## config.mk

```make
export PLATFORM = sky130hd
export DESIGN_NAME = sub_bus_top
export DESIGN_NICKNAME = d
export VERILOG_FILES = /design/src/logic/sub_bus_pkg.sv /design/src/logic/sub_bus_if.sv /design/src/logic/bus_grant_ctrl.sv /design/src/logic/mem_map_decode.sv /design/src/logic/cycle_term.sv /design/src/logic/read_data_path.sv /design/src/logic/status_regs.sv /design/src/logic/sub_bus_top.sv
export SDC_FILE = /design/constraint.sdc
export NUM_CORES = 1
export LEC_CHECK = 0
export ABC_CLOCK_PERIOD_IN_PS = 3650
export BUFFER_PORTS_ARGS = -buffer_cell sky130_fd_sc_hd__buf_2
export CORE_ASPECT_RATIO = 0.6
export CORE_UTILIZATION = 44
export CTS_BUF_LIST = sky130_fd_sc_hd__clkbuf_16
export CTS_CLUSTER_DIAMETER = 60
export DETAILED_ROUTE_END_ITERATION = 8
export PLACE_DENSITY = 0.81
export SLEW_MARGIN = 20
export SYNTH_ARGS = -nofsm -noshare
export SYNTH_HDL_FRONTEND = slang
export SYNTH_SLANG_ARGS = --single-unit
```

## constraint.sdc

```tcl
create_clock -name clk -period 3.65 [get_ports clk]
set_input_delay 0.365 -clock clk [delete_from_list [all_inputs] [get_ports clk]]
set_output_delay 0.365 -clock clk [all_outputs]
set_load 0.005 [all_outputs]
```

## src/logic/sub_bus_pkg.sv

```systemverilog
package sub_bus_pkg;

    // word address, byte address bits 19..1
    typedef logic [19:1] addr_t;

    // bus data word
    typedef logic [15:0] data_t;

    // {uds_n, lds_n}, active low
    typedef logic [1:0] dsn_t;

    // 68000 function code
    typedef logic [2:0] fc_t;

    // who drives the sub bus
    typedef enum logic [1:0] {
        own_sub  = 2'd0,  // sub CPU runs
        own_wait = 2'd1,  // request seen, sub CPU finishing its cycle
        own_main = 2'd2   // main CPU holds the bus
    } owner_e;

    // region codes on address bits 19..17
    localparam logic [2:0] region_rom  = 3'd2;  // highest ROM code, 0..2 map to ROM
    localparam logic [2:0] region_ram  = 3'd3;
    localparam logic [2:0] region_road = 3'd4;  // bit 16 splits road RAM and sio

    // function code of an interrupt acknowledge
    localparam fc_t fc_int_ack = 3'd7;

    // read value for sio and unmapped space
    localparam data_t open_bus = 16'hffff;

endpackage

```

## src/logic/sub_bus_if.sv

```systemverilog
`timescale 1ns/100ps

// internal sub bus seen by the decoder, driven by whichever master owns it
interface sub_bus_if
    import sub_bus_pkg::*;
();

    addr_t addr;    // word address of the owning master
    dsn_t  dsn;     // data strobes
    logic  rnw;     // high on reads
    data_t wdata;   // write data
    logic  active;  // cycle in progress on the bus

    modport master (
        output addr,
        output dsn,
        output rnw,
        output wdata,
        output active
    );

    modport slave (
        input addr,
        input dsn,
        input rnw,
        input wdata,
        input active
    );

endinterface

```

## src/logic/bus_grant_ctrl.sv

```systemverilog
`timescale 1ns/100ps

module bus_grant_ctrl
    import sub_bus_pkg::*;
(
    input  logic             clk,
    input  logic             rst,
    input  logic             sub_br,      // request from the main CPU
    input  logic             as_n,        // sub CPU address strobe
    input  logic             cpu_cen,
    input  addr_t            cpu_addr,
    input  dsn_t             cpu_dsn,
    input  logic             cpu_rnw,
    input  data_t            cpu_wdata,
    input  fc_t              fc,
    input  addr_t            main_addr,
    input  dsn_t             main_dsn,
    input  logic             main_rnw,
    input  data_t            main_wdata,
    output owner_e           owner,
    output logic             bgack_n,
    sub_bus_if.master        bus
);

    // owner FSM, br_n is only looked at on the CPU clock enable
    always_ff @(posedge clk or posedge rst) begin
        if (rst) begin
            owner   <= own_sub;
            bgack_n <= 1'b1;
        end else begin
            case (owner)
                own_sub: begin
                    if (cpu_cen && sub_br) owner <= own_wait;  // br_n sampled low
                end
                own_wait: begin
                    if (!sub_br) begin
                        owner <= own_sub;            // request withdrawn
                    end else if (cpu_cen && as_n) begin
                        owner   <= own_main;         // sub CPU between cycles
                        bgack_n <= 1'b0;
                    end
                end
                own_main: begin
                    if (!sub_br) begin
                        owner   <= own_sub;
                        bgack_n <= 1'b1;
                    end
                end
                default: begin
                    owner   <= own_sub;
                    bgack_n <= 1'b1;
                end
            endcase
        end
    end

    // bgack_n high hands the bus to the sub CPU
    assign bus.addr   = bgack_n ? cpu_addr  : main_addr;
    assign bus.dsn    = bgack_n ? cpu_dsn   : main_dsn;
    assign bus.rnw    = bgack_n ? cpu_rnw   : main_rnw;
    assign bus.wdata  = bgack_n ? cpu_wdata : main_wdata;
    assign bus.active = (~bgack_n & sub_br) | (~as_n & (fc != fc_int_ack));

    grant_off_in_sub: assert property (@(posedge clk) disable iff (rst)
        owner == own_sub |-> bgack_n);

endmodule

```

## src/logic/mem_map_decode.sv

```systemverilog
`timescale 1ns/100ps

module mem_map_decode
    import sub_bus_pkg::*;
(
    input  logic        clk,
    input  logic        rst,
    sub_bus_if.slave    bus,
    output logic        rom_cs,
    output logic        ram_cs,
    output logic        road_cs,
    output logic        sio_cs,
    output logic [18:1] sub_addr
);

    logic [2:0] region;
    logic       any_strobe;

    assign region     = bus.addr[19:17];
    assign any_strobe = ~&bus.dsn;
    assign sub_addr   = bus.addr[18:1];  // memories see the low 18 bits

    // selects follow active with one clock of delay
    always_ff @(posedge clk or posedge rst) begin
        if (rst) begin
            rom_cs  <= 1'b0;
            ram_cs  <= 1'b0;
            road_cs <= 1'b0;
            sio_cs  <= 1'b0;
        end else begin
            rom_cs  <= 1'b0;
            ram_cs  <= 1'b0;
            road_cs <= 1'b0;
            sio_cs  <= 1'b0;
            if (bus.active) begin
                if (region <= region_rom) begin
                    rom_cs <= 1'b1;
                end else if (region == region_ram) begin
                    ram_cs <= bus.rnw | any_strobe;  // no write without a strobe
                end else if (region == region_road) begin
                    road_cs <= ~bus.addr[16];
                    sio_cs  <=  bus.addr[16];
                end
                // codes 5..7 are unmapped
            end
        end
    end

    one_select: assert property (@(posedge clk) disable iff (rst)
        $onehot0({rom_cs, ram_cs, road_cs, sio_cs}));

endmodule

```

## src/logic/cycle_term.sv

```systemverilog
`timescale 1ns/100ps

module cycle_term
    import sub_bus_pkg::*;
#(
    parameter logic [6:0] cen_num = 7'd29,   // enables per period
    parameter logic [7:0] cen_den = 8'd146   // clocks per period
) (
    input  logic       clk,
    input  logic       rst,
    input  logic       as_n,
    input  fc_t        fc,
    input  dsn_t       cpu_dsn,
    input  logic       rom_cs,
    input  logic       rom_ok,
    input  logic       ram_cs,
    input  logic       ram_ok,
    input  logic       irq_n,
    output logic       cpu_cen,
    output logic       cpu_cenb,
    output logic       dtack_n,
    output logic       vpa_n,
    output logic [2:0] ipl_n
);

    localparam logic [8:0] den_w    = {1'b0, cen_den};
    localparam logic [8:0] half_w   = {2'b00, cen_den[7:1]};
    localparam logic [8:0] den_half = den_w + half_w;  // second wrap point for cenb

    logic [8:0] acc;
    logic [8:0] sum;
    logic       wrap;
    logic       busy;
    logic       int_ack;
    logic       as_seen;  // as_n low for a clock, selects settled
    logic       as_cen;   // a cpu_cen has passed inside this cycle

    assign sum  = acc + {2'b00, cen_num};
    assign wrap = sum >= den_w;

    // fractional divider, cen on the wrap and cenb half a period later
    always_ff @(posedge clk or posedge rst) begin
        if (rst) begin
            acc      <= '0;
            cpu_cen  <= 1'b0;
            cpu_cenb <= 1'b0;
        end else begin
            acc      <= wrap ? sum - den_w : sum;
            cpu_cen  <= wrap;
            cpu_cenb <= ((acc < half_w) && (sum >= half_w)) || (sum >= den_half);
        end
    end

    assign busy    = (rom_cs & ~rom_ok) | (ram_cs & ~ram_ok);
    assign int_ack = fc == fc_int_ack;
    assign vpa_n   = ~(~as_n & int_ack);  // autovector
    assign ipl_n   = {irq_n, 2'b11};      // single level interrupt

    always_ff @(posedge clk or posedge rst) begin
        if (rst) begin
            as_seen <= 1'b0;
            as_cen  <= 1'b0;
            dtack_n <= 1'b1;
        end else begin
            as_seen <= ~as_n;
            if (as_n) begin
                as_cen  <= 1'b0;
                dtack_n <= 1'b1;
            end else begin
                if (cpu_cen) as_cen <= 1'b1;
                // writes without strobes wait one extra enable
                if (cpu_cen && as_seen && !int_ack && !busy && (~&cpu_dsn || as_cen))
                    dtack_n <= 1'b0;
            end
        end
    end

    dtack_vpa_excl: assert property (@(posedge clk) disable iff (rst)
        !(!dtack_n && !vpa_n));

endmodule

```

## src/logic/read_data_path.sv

```systemverilog
`timescale 1ns/100ps

module read_data_path
    import sub_bus_pkg::*;
(
    input  logic  clk,
    input  logic  rst,
    input  logic  rom_cs,
    input  logic  ram_cs,
    input  logic  road_cs,
    input  data_t rom_data,
    input  data_t ram_data,
    input  data_t road_dout,
    input  logic  sub_br,
    output data_t cpu_din,   // to the sub CPU
    output data_t sub_din    // to the main CPU
);

    data_t bus_mux;

    always_comb begin
        if (rom_cs)       bus_mux = rom_data;
        else if (ram_cs)  bus_mux = ram_data;
        else if (road_cs) bus_mux = road_dout;
        else              bus_mux = open_bus;  // sio and unmapped
    end

    always_ff @(posedge clk or posedge rst) begin
        if (rst) begin
            cpu_din <= '0;
            sub_din <= '0;
        end else begin
            cpu_din <= bus_mux;
            if (sub_br) sub_din <= bus_mux;  // hold last main read
        end
    end

endmodule

```

## src/logic/status_regs.sv

```systemverilog
`timescale 1ns/100ps

module status_regs
    import sub_bus_pkg::*;
(
    input  logic       clk,
    input  logic [7:0] st_addr,
    input  logic       as_n,
    input  logic       dtack_n,
    input  dsn_t       cpu_dsn,
    input  fc_t        fc,
    input  logic [2:0] ipl_n,
    input  addr_t      cpu_addr,
    input  logic       rom_cs,
    input  logic       ram_cs,
    input  logic       road_cs,
    input  logic       sio_cs,
    input  owner_e     owner,
    output logic [7:0] st_dout
);

    always_ff @(posedge clk) begin
        case (st_addr[3:0])
            4'd4:    st_dout <= {cpu_dsn, dtack_n, as_n, 1'b0, fc};
            4'd5:    st_dout <= {1'b0, ipl_n, 1'b0, fc};
            4'd8:    st_dout <= {cpu_addr[7:1], 1'b0};  // byte address
            4'd9:    st_dout <= cpu_addr[15:8];
            4'd10:   st_dout <= {4'd0, cpu_addr[19:16]};
            4'd11:   st_dout <= {2'd0, owner, sio_cs, road_cs, ram_cs, rom_cs};
            default: st_dout <= 8'd0;
        endcase
    end

endmodule

```

## src/logic/sub_bus_top.sv

```systemverilog
`timescale 1ns/100ps

module sub_bus_top
    import sub_bus_pkg::*;
#(
    parameter logic [6:0] cen_num = 7'd29,
    parameter logic [7:0] cen_den = 8'd146
) (
    input  logic        clk,
    input  logic        rst,
    input  logic        irq_n,       // shared with the main CPU
    // sub CPU pins
    input  addr_t       cpu_addr,
    input  dsn_t        cpu_dsn,
    input  logic        cpu_rnw,
    input  data_t       cpu_wdata,
    input  fc_t         fc,
    input  logic        as_n,
    output data_t       cpu_din,
    output logic        cpu_cen,
    output logic        cpu_cenb,
    output logic        dtack_n,
    output logic        vpa_n,
    output logic [2:0]  ipl_n,
    output logic        bgack_n,
    // main CPU side
    input  addr_t       main_addr,
    input  dsn_t        main_dsn,
    input  logic        main_rnw,
    input  data_t       main_wdata,
    input  logic        sub_br,
    output data_t       sub_din,
    output logic        sub_ok,
    // memories
    output logic [18:1] sub_addr,
    output data_t       cpu_dout,
    output logic        rnw,
    output dsn_t        dsn,
    output logic        rom_cs,
    input  logic        rom_ok,
    input  data_t       rom_data,
    output logic        ram_cs,
    input  logic        ram_ok,
    input  data_t       ram_data,
    output logic        road_cs,
    input  data_t       road_dout,
    output logic        sio_cs,
    // debug readout
    input  logic [7:0]  st_addr,
    output logic [7:0]  st_dout
);

    sub_bus_if bus ();

    owner_e owner;
    logic   bgack_l;  // grant delayed one clock
    logic   busy;

    assign cpu_dout = bus.wdata;
    assign rnw      = bus.rnw;
    assign dsn      = bus.dsn;
    assign busy     = (rom_cs & ~rom_ok) | (ram_cs & ~ram_ok);
    assign sub_ok   = ~bgack_l & ~busy;  // main side may take the data

    always_ff @(posedge clk or posedge rst) begin
        if (rst) bgack_l <= 1'b1;
        else     bgack_l <= bgack_n;
    end

    bus_grant_ctrl bus_grant_ctrl_inst (
        .clk        (clk),
        .rst        (rst),
        .sub_br     (sub_br),
        .as_n       (as_n),
        .cpu_cen    (cpu_cen),
        .cpu_addr   (cpu_addr),
        .cpu_dsn    (cpu_dsn),
        .cpu_rnw    (cpu_rnw),
        .cpu_wdata  (cpu_wdata),
        .fc         (fc),
        .main_addr  (main_addr),
        .main_dsn   (main_dsn),
        .main_rnw   (main_rnw),
        .main_wdata (main_wdata),
        .owner      (owner),
        .bgack_n    (bgack_n),
        .bus        (bus.master)
    );

    mem_map_decode mem_map_decode_inst (
        .clk      (clk),
        .rst      (rst),
        .bus      (bus.slave),
        .rom_cs   (rom_cs),
        .ram_cs   (ram_cs),
        .road_cs  (road_cs),
        .sio_cs   (sio_cs),
        .sub_addr (sub_addr)
    );

    cycle_term #(
        .cen_num (cen_num),
        .cen_den (cen_den)
    ) cycle_term_inst (
        .clk      (clk),
        .rst      (rst),
        .as_n     (as_n),
        .fc       (fc),
        .cpu_dsn  (cpu_dsn),
        .rom_cs   (rom_cs),
        .rom_ok   (rom_ok),
        .ram_cs   (ram_cs),
        .ram_ok   (ram_ok),
        .irq_n    (irq_n),
        .cpu_cen  (cpu_cen),
        .cpu_cenb (cpu_cenb),
        .dtack_n  (dtack_n),
        .vpa_n    (vpa_n),
        .ipl_n    (ipl_n)
    );

    read_data_path read_data_path_inst (
        .clk       (clk),
        .rst       (rst),
        .rom_cs    (rom_cs),
        .ram_cs    (ram_cs),
        .road_cs   (road_cs),
        .rom_data  (rom_data),
        .ram_data  (ram_data),
        .road_dout (road_dout),
        .sub_br    (sub_br),
        .cpu_din   (cpu_din),
        .sub_din   (sub_din)
    );

    status_regs status_regs_inst (
        .clk      (clk),
        .st_addr  (st_addr),
        .as_n     (as_n),
        .dtack_n  (dtack_n),
        .cpu_dsn  (cpu_dsn),
        .fc       (fc),
        .ipl_n    (ipl_n),
        .cpu_addr (cpu_addr),
        .rom_cs   (rom_cs),
        .ram_cs   (ram_cs),
        .road_cs  (road_cs),
        .sio_cs   (sio_cs),
        .owner    (owner),
        .st_dout  (st_dout)
    );

endmodule

```

After elaboration in Yosys (flattened, before gate mapping)
Cells that the tools add are included.
Cells by class
  $lt $le $gt $ge: 5
  bitwise operators: 18
  multiplexer cells: 35
  add/sub/neg operators: 2
  eq/ne operators: 17
  reduce and logical (&&, ||, !) cells: 20
Operators by type and width (count)
  $mux W16: 4
  $pmux W8 S6: 1
  $mux W1: 21
  $mux W19: 1
  $ge A9 B8 Y1 const B: 2
  $eq A4 B4 Y1 const B: 4
  $mux W2: 5
  $add A9 B5 Y9 const B: 1
  $ge A9 B7 Y1 const B: 1
  $lt A9 B7 Y1 const B: 1
  $mux W9: 1
  $not A1 Y1: 9
  $sub A9 B8 Y9 const B: 1
  $eq A4 B3 Y1 const B: 2
  $logic_and A1 B1 Y1: 7
  $and A1 B1 Y1: 6
  $eq A3 B3 Y1 const B: 2
  $pmux W2 S3: 1
  $logic_not A1 Y1: 4
  $ne A2 B1 Y1 const B: 2
  $ne A2 B2 Y1 const B: 2
  $reduce_and A2 Y1: 2
  $reduce_and A4 Y1: 1
  $reduce_bool A2 Y1: 2
  other kinds (11): 14
Storage, ports and cells
  word-level logic and storage cells: 113
  input bits: 142
  register bits after elaboration: 62
  output and inout port bits: 90

Longest topological paths before layout
  depth after elaboration: 8
  depth in mapped cells: 11
  mapped depth without buffers: 10

Modules after synthesis
From an unflattened synthesis, not the netlist that was laid out.
Unflattened totals
  cells, all modules: 426
  area, all modules: 4022.6 sq um
By module, submodules not included
  read_data_path: area each 1420.1 sq um, instances 1, cells an instance 155, seq. area each 800.8 sq um
  cycle_term: area each 1123.6 sq um, instances 1, cells an instance 125, seq. area each 351.6 sq um
  bus_grant_ctrl: area each 629.4 sq um, instances 1, cells an instance 60, seq. area each 76.3 sq um
  status_regs: area each 496.7 sq um, instances 1, cells an instance 50, seq. area each 160.2 sq um
  mem_map_decode: area each 300.3 sq um, instances 1, cells an instance 31, seq. area each 100.1 sq um
  sub_bus_top: area each 52.6 sq um, instances 1, cells an instance 5, seq. area each 26.3 sq um

Least setup slack after synthesis
OpenSTA, ideal clock, no wires.
  kind: register to register
  start point: register cycle_term_inst.acc[0]
  end point: register cycle_term_inst.cpu_cenb
  arrival: 2444 ps
  period minus slack after synthesis: 2568 ps
  buffers on the path: 1
  stages on the path, launching flop included: 12
  path slack: 1082 ps
  path through: dfrtp_1 clkbuf_1 inv_1 ha_1 inv_1 ha_1 inv_1 a211oi_1 o22ai_1 a221oi_1 nor4_1 a211o_1
Between the ends
  longest elaborated chain between the ends: 4
RTL lines
  start, declared: line cycle_term.sv:30  | logic [8:0] acc;
  start signal, assigned: line cycle_term.sv:48  | acc <= wrap ? sum - den_w : sum;
  $add A9 B5 Y9 (*): line cycle_term.sv:38  | assign sum = acc + {2'b00, cen_num};
  named net cycle_term_inst.sum[0]: line cycle_term.sv:31  | logic [8:0] sum;
  $ge A9 B7 Y1: line cycle_term.sv:50  | cpu_cenb <= ((acc < half_w) && (sum >= half_w)) || (sum >= den_half);
  $logic_and A1 B1 Y1: line cycle_term.sv:50
  $logic_or A1 B1 Y1 (*): line cycle_term.sv:50
  end signal, assigned: line cycle_term.sv:50
  end, declared: line cycle_term.sv:20  | output logic cpu_cenb,
The timed path passes the listed nets; every way through them passes the cells marked *.
A chain may end at the register's enable or synchronous reset.

Worst setup path after layout
  start point: register cycle_term_inst.acc[0]
  end point: register cycle_term_inst.cpu_cenb
Between the ends
  longest elaborated chain between the ends: 4
RTL lines (line)
  $add A9 B5 Y9: cycle_term.sv:38
  $ge A9 B7 Y1: cycle_term.sv:50
  $logic_and A1 B1 Y1: cycle_term.sv:50
  $logic_or A1 B1 Y1 (*): cycle_term.sv:50
Mark *: on every way between the ends. The rest lies on a longest branch, timed or not.

==> results.sh <==
export IMPL_ioPinCount=232
export IMPL_yosys_warnings=0
export IMPL_power_leakage_nw=2.47
export IMPL_synth_top_flop_cell="dfrtp_1"
export IMPL_outcome="complete, no violations"
export IMPL_antenna_cells=0
export IMPL_overflow=0
export IMPL_critPathRequiredTime_ps=3860
export IMPL_layout_worst_path_cycle_share_pct=85.3
export IMPL_drc=0
export IMPL_number_of_antenna_violations_at_the_first_check_in_global_routing=0
export IMPL_timing_final_setup_violations=0
export IMPL_report_final_hold_viol_count=0
export IMPL_power_frac_comb_pct=15.7
export IMPL_vdd_drop_max_uv=213
export IMPL_die_height_um=73.9
export IMPL_cp_cell_instances="ha_1 -> xor2_1 -> ha_1 -> inv_1 -> a211oi_1 -> o22ai_1 -> a221oi_1 -> nor4_1 -> a211o_1"
export IMPL_cts_num_sinks=62
export IMPL_layout_drive_gt1_share_pct=50.7
export IMPL_timing_worst_setup_path_type="reg -> reg"
export IMPL_critical_path_slowest_cell="dfrtp_1"
export IMPL_design_die_area_mm2=0.00899
export IMPL_setup_repair_after_global_routing_missed_its_margin="no"
export IMPL_crit_path_max_incr_delay_ps=600
export IMPL_place_detailed_hpwl_um=9650
export IMPL_cts_tree="yes"
export IMPL_syn_cell_area_mm2=0.00379
export IMPL_die_width_um=122
export IMPL_crit_buf_inv=1
export IMPL_starting_utilization_of_the_core_area_pct=46.7
export IMPL_max_clock_path_buffers=2
export IMPL_timing_max_slew_rel_slack_pct=34.1
export IMPL_synth_avg_cell_area_um2=9.69
export IMPL_vias_per_cell=5.70
export IMPL_placement_rows=25
export IMPL_critical_path_arrival_ps=3330
export IMPL_p_sw_mw=0.497
export IMPL_numPortBuffers=225
export IMPL_drt_first_pass_iters=5
export IMPL_timing_critical_path_fanout_max=14
export IMPL_cts_made_buffers=9
export IMPL_startpoint_type="flop"
export IMPL_fin_skew_ps=5.43
export IMPL_grt_pass1_vias=3783
export IMPL_synthArstFlopShare_pct=87.1
export IMPL_post_cts_resized=0
export IMPL_first_pass_grt_wire_length_um=18900
export IMPL_quantity_of_hold_fixing_buffers_added_after_cts=0
export IMPL_crit_path_frequent_cell="ha_1"
export IMPL_final_nets=748
export IMPL_finalWirelength_um=12400
export IMPL_synthDominantCellAreaShare_pct=33.7
export IMPL_finalWeightedCongestion=0.932
export IMPL_timing_setup_tns_ps=0
export IMPL_synth_instances=391
export IMPL_power_sequential_fraction_pct=37.0
export IMPL_core_area_mm2=0.00810
export IMPL_internal_cell_power_mw=1.58
export IMPL_drv_slew=0
export IMPL_min_period_ps=3110
export IMPL_power_share_switching_pct=23.9
export IMPL_synth_top_cells_by_area="dfrtp_1 34%, mux2_2 16%, o21ai_0 4.6%, dfxtp_1 4.2%, nand2_1 3.3%"
export IMPL_fmax_mhz=321
export IMPL_htree_levels=3
export IMPL_detailed_place_area_mm2=0.00493
export IMPL_clkSlewWorstSetupHoldPaths_ps=50
export IMPL_netlist_cell_type_count=62
export IMPL_drtIter0Drc=263
export IMPL_clock_root_buffer="clkbuf_16"
export IMPL_max_cap_violations=0
export IMPL_power_density_mw_per_mm2=394
export IMPL_commonest_non_fill_non_tap_cells_in_the_layout="225 x buf_2, 54 x mux2_2, 51 x dfrtp_1"
export IMPL_fin_area_mm2=0.00527
export IMPL_grt_start_max_net_pins=55
export IMPL_worst_slew_pin_transition_ps=989
export IMPL_n_fill_cell=680
export IMPL_clock_insertion_delay_worst_skew_ps=330
export IMPL_cpLargestDelayFamily="compound AO/OA/AOI/OAI gates"
export IMPL_wire_per_inst_um=17.4
export IMPL_mostFrequentLayoutCell="buf_2"
export IMPL_drt_antenna_violating_nets=0
export IMPL_final_core_util_pct=65.1
export IMPL_synth_sequential_area_ratio_pct=40.0
export IMPL_synthDominantAreaCellType="dfrtp_1"
export IMPL_synth_edf_count=0
export IMPL_syn_to_final_growth_pct=39.2
export IMPL_holdCritPathClass="in -> async"
export IMPL_timing_critical_path_to_type="flop"
export IMPL_clockPowerShare_pct=47.3
export IMPL_cts_setup_buffers=0
export IMPL_via_total_after_detailed_routing=4066
export IMPL_postSynthRegisterBits=62
export IMPL_grt_total_usage_pct=28.1
-- logic make-up (layout without fill, tap and decap cells) --
| logic type | after synthesis | count (layout) | share of synthesized area (%) |
|---|---|---|---|
| compound gates | 109 | 109 | 19.4 |
| simple gates | 99 | 99 | 12.9 |
| mux | 63 | 63 | 18.8 |
| flops | 62 | 62 | 40.0 |
| buf+inv | 42 | 255 | 4.76 |
| xor+xnor | 9 | 9 | 2.08 |
| fa+ha+maj | 6 | 6 | 1.98 |
| other cells | 1 | 2 | 0.0990 |
-- synth_stat cells (5+ instances only) --
master    instances
inv_1            12
nor3_1            5
dfrtp_1          51
clkbuf_1         20
nand2_1          33
nand3_1           7
a22oi_1           6
a21oi_1          10
nor2b_1           9
dfxtp_1           8
o21ai_0          35
mux2_2           54
o22ai_1          18
a31oi_1           6
mux2i_1           8
ha_1              6
xnor2_1           7
nor2_1           21
-- path summary, 6_finish.rpt --
check	startpoint	to	slack (ps)	depth (start not counted)
min reg2reg	read_data_path_inst.sub_din[2]	read_data_path_inst.sub_din[2]	500	1
min	rst	read_data_path_inst.sub_din[5]	200	2
min in group clk	cpu_addr[13]	status_regs_inst.st_dout[6]	290	3
max reg2reg	cycle_term_inst.acc[0]	cycle_term_inst.cpu_cenb	540	9
max	cycle_term_inst.acc[0]	cycle_term_inst.cpu_cenb	540	9
max in group asynchronous	rst	mem_map_decode_inst.road_cs	2920	2
-- per-stage QoR --
stage / instances / hold slack, ps / setup WS, ps / power [mW]
final: 713 / 202 / 535 / 2.08
after global routing: 713 / 288 / 302 / 2.15
after CTS: 713 / 281 / 616 / 2.09
after detailed placement: 697 / 490 / 614 / 1.10
after global placement: 697 / 476 / 727 / 1.09
after floorplan: 392 / 368 / 1080 / 0.909
-- final cells by class --
type | count | area (um2) | area share (%)
multi-input combinational | 288 | 2100 | 39.7
sequential | 62 | 1520 | 28.7
timing repair buffer | 226 | 1130 | 21.5
clock buffer | 9 | 225 | 4.27
tap | 108 | 135 | 2.56
clock inverter | 7 | 119 | 2.25
inverter | 13 | 50.0 | 0.949
-- registers in the layout, indices dropped and copies added, names as in the netlist --
signal,cells
bgack_l,1
bus_grant_ctrl_inst.bgack_n,1
bus_grant_ctrl_inst.owner,2
cycle_term_inst.acc,9
cycle_term_inst.as_cen,1
cycle_term_inst.as_seen,1
cycle_term_inst.cpu_cen,1
cycle_term_inst.cpu_cenb,1
cycle_term_inst.dtack_n,1
mem_map_decode_inst.ram_cs,1
mem_map_decode_inst.road_cs,1
mem_map_decode_inst.rom_cs,1
mem_map_decode_inst.sio_cs,1
read_data_path_inst.cpu_din,16
read_data_path_inst.sub_din,16
status_regs_inst.st_dout,8
-- layer usage --
layer | global-route usage [%] | share of wire, % | up-vias
li1 | - | - | 1850
met1 | 37.1 | 44 | 1955
met2 | 44.8 | 45 | 232
met3 | 8.00 | 9.0 | 29
met4 | 8.50 | 2.1 | 0
met5 | 0 | 0 | -
-- power groups by stage --
| stage | combinational [mW] | sequential, mW | clock [mW] |
|---|---|---|---|
| after floorplan | 0.126 | 0.782 | 0 |
| after global placement | 0.313 | 0.776 | 0 |
| after detailed placement | 0.324 | 0.779 | 0 |
| after CTS | 0.326 | 0.767 | 0.994 |
| after global routing | 0.356 | 0.774 | 1.02 |
| final | 0.326 | 0.767 | 0.982 |
Power figures use the tool's default switching activity.
